`src/common/banked_scratchpad_pkg.sv`:
```
/*
 * Banked scratchpad shared constants
 * Word width, bank geometry and host address layout for the two-bank memory.
 */

package banked_scratchpad_pkg;

   // word and mask geometry
   localparam int DATA_W     = 32;                   // bits per memory word
                                                     // wmask is the same width

   // bank geometry
   localparam int BANK_DEPTH = 64;                   // words held by one bank
   localparam int BANK_AW    = $clog2(BANK_DEPTH);   // in-bank word address, 6 bits

   // interleave across banks
   localparam int NUM_BANKS  = 2;                    // even words bank 0, odd words bank 1
   localparam int BANK_SEL_W = $clog2(NUM_BANKS);    // one select bit at addr[0]

   // host address is the bank select below the in-bank address
   localparam int ADDR_W     = BANK_AW + BANK_SEL_W; // 7 bit host word address

   // read path
   localparam int RAM_REG    = 1;                    // bank output register on
                                                     // one cycle read latency

endpackage
```
`src/hw/bank_ctrl.sv`:
```
/*
 * bank_ctrl: two-bank access steering for the scratchpad
 * Decodes the host address into bank enables and steers read data with a valid strobe.
 */

`timescale 1ns/10ps

module bank_ctrl (
   input  logic                                       clk,
   input  logic                                       rst_n,
   // host side
   input  logic                                       ce,          // access strobe
   input  logic                                       we,          // 1 = write, 0 = read
   input  logic [banked_scratchpad_pkg::ADDR_W-1:0]   addr,        // host word address
   // bank side
   output logic                                       bank0_ce,    // even words
   output logic                                       bank1_ce,    // odd words
   output logic [banked_scratchpad_pkg::BANK_AW-1:0]  bank_addr,   // shared by both banks
   input  logic [banked_scratchpad_pkg::DATA_W-1:0]   bank0_dout,
   input  logic [banked_scratchpad_pkg::DATA_W-1:0]   bank1_dout,
   // read return
   output logic [banked_scratchpad_pkg::DATA_W-1:0]   rdata,       // data of last read
   output logic                                       rvalid       // one pulse per read
);

   localparam int SEL_W = banked_scratchpad_pkg::BANK_SEL_W;     // bank select bits
   localparam int AW    = banked_scratchpad_pkg::ADDR_W;         // host address bits

   logic bank_sel;     // bank of the current access
   logic rd_req;       // read accepted this cycle
   logic rd_pend_q;    // read issued last edge, data now at bank output
   logic rd_bank_q;    // bank holding the most recent read word

   // address split, low bit picks the bank
   assign bank_sel  = addr[0];
   assign bank_addr = addr[AW-1:SEL_W];     // upper bits index inside the bank

   // exactly one bank enabled per access
   assign bank0_ce = ce & ~bank_sel;
   assign bank1_ce = ce &  bank_sel;

   // read accept, writes never raise the strobe
   assign rd_req = ce & ~we;

   // strobe stage, matches the bank output register
   always_ff @(posedge clk or negedge rst_n) begin
      if (!rst_n) begin
         rd_pend_q <= 1'b0;                 // nothing in flight after reset
      end else begin
         rd_pend_q <= rd_req;               // single cycle pulse per read
      end
   end

   // bank tag, follows reads only
   always_ff @(posedge clk or negedge rst_n) begin
      if (!rst_n) begin
         rd_bank_q <= 1'b0;                 // point at bank 0 after reset
      end else if (rd_req) begin
         rd_bank_q <= bank_sel;             // writes and idles leave it alone
      end
   end

   // read data steering from the tagged bank
   always_comb begin
      case (rd_bank_q)
         1'b0:    rdata = bank0_dout;
         1'b1:    rdata = bank1_dout;
         default: rdata = bank0_dout;
      endcase
   end

   assign rvalid = rd_pend_q;               // data and strobe line up

endmodule

```
`config.mk`:
```
export PLATFORM = sky130hd
export DESIGN_NAME = bank_ctrl
export DESIGN_NICKNAME = d
export VERILOG_FILES = /design/src/common/banked_scratchpad_pkg.sv /design/src/hw/bank_ctrl.sv
export SDC_FILE = /design/constraint.sdc
export NUM_CORES = 1
export LEC_CHECK = 0
export BUFFER_PORTS_ARGS = -buffer_cell sky130_fd_sc_hd__buf_2
export CORE_MARGIN = 5
export CORE_UTILIZATION = 27
export CTS_CLUSTER_SIZE = 10
export DETAILED_ROUTE_END_ITERATION = 16
export GPL_TIMING_DRIVEN = 0
export PLACE_DENSITY = 0.87
export SLEW_MARGIN = 20
export SYNTH_ARGS = -nofsm -noshare
export SYNTH_HDL_FRONTEND = slang
export SYNTH_SLANG_ARGS = --single-unit
```
`constraint.sdc`:
```
create_clock -name clk -period 1.4 [get_ports clk]
set_clock_uncertainty 0.05 [all_clocks]
set_input_delay 0.14 -clock clk [delete_from_list [all_inputs] [get_ports clk]]
set_output_delay 0.14 -clock clk [all_outputs]
set_load 0.01 [all_outputs]
```
==> Flow_metrics.wiki, run 1 <==
{| class="wikitable"
! Metric !! Value
|-
| Final critical-path required period || 1.49 ns
|-
| Die width || 59.7 um
|-
| Routed via count divided by cell count || 4.38
|-
| Worst Path Max Fanout || 10
|-
| Slowest stage cell, crit path || sky130_fd_sc_hd__dfrtp_1
|-
| Total number of vias || 840
|-
| Final Hold Fails || 0
|-
| Mean Syn Cell Area || 13.9 sq um
|-
| Worst max-slew margin expressed relative to the limit || 89.8%
|-
| Number of storage elements in the synthesis netlist || 2
|-
| First drt pass iteration count || 2
|-
| Net count after synthesis || 123
|-
| CP delay by family, top || buffers and inverters
|-
| Total Die Area || 0.00356 sq mm
|-
| Cells taking the most area after synthesis || sky130_fd_sc_hd__mux2_4, sky130_fd_sc_hd__buf_12, sky130_fd_sc_hd__dfrtp_1, sky130_fd_sc_hd__buf_4, sky130_fd_sc_hd__mux2_2
|-
| Number of levels the H-tree was split into || 1
|-
| Sum of net half-perimeters after detailed placement || 2.13 mm
|-
| Most used flip-flop cell after synthesis || sky130_fd_sc_hd__dfrtp_1
|-
| Top cell types by occurrence after synthesis || sky130_fd_sc_hd__mux2_4, sky130_fd_sc_hd__buf_4, sky130_fd_sc_hd__mux2_2
|-
| Core Rows || 18
|-
| Std-Cell Core Area || 0.00241 sq mm
|-
| Mapped Cells || 48
|-
| Max-cap violation count || 0
|-
| Achievable clock frequency || 0.672 GHz
|-
| Relative area change from synthesis to final layout || 121%
|-
| Syn. warnings || 0
|-
| Worst path cell trace || buf_6, buf_12, mux2_4, buf_6
|-
| Vias in the first global route || 897
|-
| Clock tree from TritonCTS || built
|-
| GRT Residual Overflow || 0
|-
| Unrepaired setup endpoints after global routing || yes
|-
| Most instantiated library cell after synthesis || sky130_fd_sc_hd__mux2_4
|-
| Type of the worst setup path || reg2out
|-
| TritonCTS sink count || 2
|-
| Power Density || 690 mW/mm^2
|-
| Mapped Area || 666 sq um
|-
| Number of nets in the finished design || 239
|-
| Number of antenna violations at the first check in global routing || 0
|-
| Total I/O pin count || 116
|-
| Leakage power total || 0.862 nW
|-
| Final std cell area, no fill || 0.00147 sq mm
|-
| Floorplan die height || 59.7 um
|-
| Library cells used by synthesis || 8
|-
| Share of synthesized flip-flops with an asynchronous set or reset || 100%
|-
| Ratio of cells with drive above 1 in the final layout || 96.3%
|-
| Count of flip-flops with a built-in enable after synthesis || 0
|-
| Accumulated negative setup slack || -2.40 ns
|-
| Crit path buffers/inverters || 3
|-
| Number of buffers added by the clock tree synthesis step || 3
|-
| Slew Limit Fails || 0
|-
| Wire length of the first global-routing pass || 3.63 mm
|-
| Diode insertion count for antenna repair || 0
|-
| Maximum count of clock buffers along a single path || 2
|-
| Endpoint class of the critical path || primary output
|-
| Synth area leader || sky130_fd_sc_hd__mux2_4
|-
| Buffer type at the clock tree root || sky130_fd_sc_hd__clkbuf_4
|-
| DR WL/cell || 13.1 um
|-
| Worst hold-check path type || in2reg
|-
| Endpoint required time on the critical path || 1.21 ns
|-
| Clock insertion delay at the later pin of the skew report || 0.23 ns
|-
| Maximum resistive drop on vdd || 562 uV
|-
| Crit path top cell by count || sky130_fd_sc_hd__buf_6
|-
| Measured slew at the worst slew-check pin || 0.153 ns
|-
| Placed cell areas || 0.00125 sq mm
|-
| Routed WL || 2.52 mm
|-
| Pin count of the biggest net entering global routing || 11
|-
| Crit path arrival time || 1.30 ns
|-
| Final setup margin || -0.0881 ns
|-
| Detailed router's first-iteration violation count || 16
|-
| Violated checks || negative setup slack
|-
| Seq/Total Area, Yosys || 7.52%
|-
| Initial standard-cell utilization of the core || 27.6%
|-
| Outcome || finished, violations left
|-
| Finish-stage setup viols || 31
|-
| Port buffer count || 109
|-
| Clock slew at the register clock pins of the worst setup and hold paths || 0.03 ns
|-
| Final weighted congestion in routability-driven placement || 0.676
|-
| Routed Antenna Nets || 0
|-
| Final Hold Slack || 0.0304 ns
|-
| Final core occ || 61.0%
|-
| CP Launch Type || register
|-
| Number of fill cells in the layout || 195
|-
| Part of the cycle the worst path needs || 106%
|-
| GR Util All Layers || 13.2%
|-
| Synth top area share || 65.4%
|-
| Peak per-stage delay on the critical path || 0.36 ns
|-
| Count of unresolved DRC violations after routing || 0
|}
## final timing paths
kind | from | endpoint | slack, ns | cells past startpoint
worst min-delay path | we | rvalid$_DFF_PN0_ | 0.03 | 2
min in group asynchronous | rst_n | rvalid$_DFF_PN0_ | 0.21 | 2
worst max register to register | rd_bank_q$_DFFE_PN0P_ | rd_bank_q$_DFFE_PN0P_ | 0.34 | 3
worst min register to register | rd_bank_q$_DFFE_PN0P_ | rd_bank_q$_DFFE_PN0P_ | 0.74 | 3
worst max-delay path | rd_bank_q$_DFFE_PN0P_ | rdata[13] | -0.09 | 4
max in group asynchronous | rst_n | rd_bank_q$_DFFE_PN0P_ | 0.99 | 2
## cell families after synthesis
group | count (synthesis) | share of synthesized area, %
flops | 2 | 7.52
simple gates | 3 | 2.82
mux | 33 | 72.2
buf+inv | 10 | 17.5
## through the flow
step,setup WS (ns),power [W],std cells
6_report,-0.0881,0.00101,192
5_1_grt,-0.124,0.00108,192
4_1_cts,-0.0931,0.00103,192
3_5_place_dp,0.135,0.000738,187
3_3_place_gp,0.135,0.000729,187
2_1_floorplan,0.273,0.000503,48
## sequential cells by signal, summed over array words and instances (netlist names)
register	flops
rvalid	1
rd_bank_q	1
## power by group
group | switching, W | leakage, nW | internal (W)
clock | 0.0000352 | 0.0138 | 0.0000946
sequential | 0.00000206 | 0.0246 | 0.0000640
combinational | 0.000280 | 0.824 | 0.000538
total | 0.000317 | 0.862 | 0.000697
## cell type report
| cell class | instances | area, sq um | share of cell area, % |
|---|---|---|---|
| buffer | 10 | 116 | 7.91 |
| clock buffer | 3 | 22.5 | 1.53 |
| tap | 30 | 37.5 | 2.55 |
| timing repair buffer | 111 | 744 | 50.6 |
| sequential | 2 | 50.0 | 3.40 |
| multi-input combinational | 36 | 499 | 34.0 |
## layer usage
layer	track usage [%]	up-vias	share of wire, %
li1	-	396	-
met1	11.4	372	26
met2	25.6	68	55
met3	6.26	4	18
met4	4.75	0	0.87
met5	0	-	0
## cells in the final DEF, fill, tap and decap left out, drive strengths merged
cell           n
clkbuf         3
dfrtp          2
dlygate4sd3    1
mux2          33
buf          120
and2           1
nor2b          2
## what timing repair did
| action | CTS | global route |
|---|---|---|
| resized for setup | 29 | 0 |
| endpoints found under the hold margin | 2 | 0 |
| endpoints found under the setup margin | 29 | 31 |
| buffers inserted | 1 | 0 |
| hold buffers | 1 | 0 |
Note: power is estimated with default switching activity, not from simulation.
==> run 2: changes to the inputs <==
- PLACE_DENSITY: 0.87 -> 0.81
==> run 2 against run 1 <==
- the run still ends with negative setup slack left
- worst hold slack got worse by 0.00070 ns
- global-route usage rose by 0.54 points
- count of clock-buffer cells in the layout stayed put
- utilization up 0.26 points
- flip-flop and latch count is the same
- sequential share of layout area barely moved
- register-to-register slack is essentially flat
- highest routed layer unchanged
- largest cell class unchanged
- maximum frequency decreased by 0.33%
- via count down 0.60%
- worst setup slack worse by 0.0049 ns
- clock power about the same
- combinational power grew 0.7%
- critical path type unchanged
- largest power group unchanged
==> Flow_metrics.wiki, run 2 (synthesis results as in run 1) <==
{| class="wikitable"
! Metric !! Value
|-
| Maximum resistive drop on vdd || 437 uV (was 562 uV)
|-
| Commonest non-fill, non-tap cells in the layout || sky130_fd_sc_hd__buf_2, sky130_fd_sc_hd__buf_6, sky130_fd_sc_hd__mux2_4, sky130_fd_sc_hd__buf_4, sky130_fd_sc_hd__mux2_2 (unchanged)
|-
| Worst max-slew margin expressed relative to the limit || 90.9% (was 89.8%)
|-
| Number of antenna violations at the first check in global routing || 0 (unchanged)
|-
| Placed cell areas || 0.00125 sq mm (unchanged)
|-
| Core Rows || 18 (unchanged)
|-
| Count of unresolved DRC violations after routing || 0 (unchanged)
|-
| Clock tree from TritonCTS || built (unchanged)
|-
| Endpoint class of the critical path || primary output (unchanged)
|-
| Final Hold Slack || 0.0297 ns (was 0.0304 ns)
|-
| Vias in the first global route || 933 (was 897)
|-
| Unrepaired setup endpoints after global routing || yes (unchanged)
|-
| CP Launch Type || register (unchanged)
|-
| Crit path arrival time || 1.30 ns (about the same)
|-
| Achievable clock frequency || 0.670 GHz (was 0.672 GHz)
|-
| Number of buffers added by the clock tree synthesis step || 3 (unchanged)
|-
| Violated checks || negative setup slack (unchanged)
|-
| Final setup margin || -0.0930 ns (was -0.0881 ns)
|-
| Slew Limit Fails || 0 (unchanged)
|-
| Clock slew at the register clock pins of the worst setup and hold paths || 0.03 ns (about the same)
|-
| Clock insertion delay at the later pin of the skew report || 0.23 ns (about the same)
|-
| Worst Path Max Fanout || 10 (unchanged)
|-
| Type of the worst setup path || reg2out (unchanged)
|-
| Total Die Area || 0.00356 sq mm (unchanged)
|-
| Std-Cell Core Area || 0.00241 sq mm (unchanged)
|-
| Maximum count of clock buffers along a single path || 2 (unchanged)
|-
| Detailed router's first-iteration violation count || 13 (was 16)
|-
| Outcome || finished, violations left (unchanged)
|-
| Relative area change from synthesis to final layout || 122% (was 121%)
|-
| Ratio of cells with drive above 1 in the final layout || 96.3% (unchanged)
|-
| Final Hold Fails || 0 (unchanged)
|-
| Number of nets in the finished design || 239 (unchanged)
|-
| Accumulated negative setup slack || -2.56 ns (was -2.40 ns)
|-
| DR WL/cell || 13.4 um (was 13.1 um)
|-
| Final std cell area, no fill || 0.00148 sq mm (was 0.00147 sq mm)
|-
| Most common cell after layout, fill and taps aside || sky130_fd_sc_hd__buf_2 (unchanged)
|-
| Measured slew at the worst slew-check pin || 0.136 ns (was 0.153 ns)
|-
| Number of levels the H-tree was split into || 1 (unchanged)
|-
| GR Util All Layers || 13.7% (was 13.2%)
|-
| Initial standard-cell utilization of the core || 27.6% (unchanged)
|-
| Die width || 59.7 um (unchanged)
|-
| First drt pass iteration count || 4 (was 2)
|-
| Total power consumption of the routed design || 0.00102 W (was 0.00101 W)
|-
| Number of fill cells in the layout || 205 (was 195)
|-
| Endpoint required time on the critical path || 1.21 ns (about the same)
|-
| Leakage power total || 0.864 nW (was 0.862 nW)
|-
| Routed via count divided by cell count || 4.35 (was 4.38)
|-
| Port buffer count || 109 (unchanged)
|-
| GRT Residual Overflow || 0 (unchanged)
|-
| Diode insertion count for antenna repair || 0 (unchanged)
|-
| Sum of net half-perimeters after detailed placement || 2.11 mm (was 2.13 mm)
|-
| TritonCTS sink count || 2 (unchanged)
|-
| Worst hold-check path type || in2reg (unchanged)
|-
| Final weighted congestion in routability-driven placement || 0.650 (was 0.676)
|-
| Power Density || 693 mW/mm^2 (was 690 mW/mm^2)
|-
| Routed WL || 2.57 mm (was 2.52 mm)
|-
| Pin count of the biggest net entering global routing || 11 (unchanged)
|-
| Total number of vias || 835 (was 840)
|-
| Floorplan die height || 59.7 um (unchanged)
|-
| Finish-stage setup viols || 31 (unchanged)
|-
| Routed Antenna Nets || 0 (unchanged)
|-
| Final critical-path required period || 1.49 ns (about the same)
|-
| Part of the cycle the worst path needs || 107% (was 106%)
|-
| Wire length of the first global-routing pass || 3.74 mm (was 3.63 mm)
|-
| Max-cap violation count || 0 (unchanged)
|-
| Buffer type at the clock tree root || sky130_fd_sc_hd__clkbuf_4 (unchanged)
|-
| Total I/O pin count || 116 (unchanged)
|}
==> run 2: path summary, 6_finish.rpt <==
kind                                       startpoint                     to  slack (ns)  depth (start not counted)
worst max-delay path            rd_bank_q$_DFFE_PN0P_              rdata[19]       -0.09                          4
worst min-delay path                               we       rvalid$_DFF_PN0_        0.03                          2
worst max register to register  rd_bank_q$_DFFE_PN0P_  rd_bank_q$_DFFE_PN0P_        0.34                          3
worst min register to register  rd_bank_q$_DFFE_PN0P_  rd_bank_q$_DFFE_PN0P_        0.73                          3
max in group asynchronous                       rst_n       rvalid$_DFF_PN0_        1.03                          2
min in group asynchronous                       rst_n  rd_bank_q$_DFFE_PN0P_        0.17                          2
==> run 2: metrics by stage <==
stage	cells	worst slack (ns)	util (%)
2_1_floorplan	48	0.273	-
5_1_grt	192	-0.131	61.3
3_3_place_gp	187	0.136	51.8
3_5_place_dp	187	0.134	51.8
6_report	192	-0.0930	61.3
4_1_cts	192	-0.0965	61.3
==> run 2: power by group <==
group / switching, W / internal (W) / total, W
Clock: 0.0000385 / 0.0000949 / 0.000133
Sequential: 0.00000202 / 0.0000640 / 0.0000660
Combinational: 0.000282 / 0.000542 / 0.000824
Total: 0.000322 / 0.000701 / 0.00102
==> run 2: worst max-delay path, stage by stage (launching register included) <==
cell and delay, ns:
sky130_fd_sc_hd__dfrtp_1 0.36, sky130_fd_sc_hd__buf_6 0.14, sky130_fd_sc_hd__buf_12 0.15, sky130_fd_sc_hd__mux2_4 0.30
sky130_fd_sc_hd__buf_6 0.12
==> run 2: repair_timing <==
item                       CTS  global route
resized for setup           30             0
setup endpoints to repair   29            31
hold endpoints to repair     2             0
setup buffers                1             0
hold buffers                 1             0
==> run 2: metal layers <==
metal / share of wire, % / GRT usage, % / routed length [um] / vias up
li1: - / - / - / 396
met1: 26 / 12.3 / 670 / 362
met2: 56 / 26.1 / 1450 / 73
met3: 16 / 6.48 / 423 / 4
met4: 1.1 / 5.06 / 29 / 0
met5: 0 / 0 / 0 / -
==> run 2: cell type report <==
class	instances	area [sq um]	share of cell area, %
Timing Repair Buffer	111	751	50.8
Multi-Input combinational cell	36	499	33.8
Buffer	10	116	7.88
Sequential cell	2	50.0	3.39
Tap cell	30	37.5	2.54
Clock buffer	3	22.5	1.53
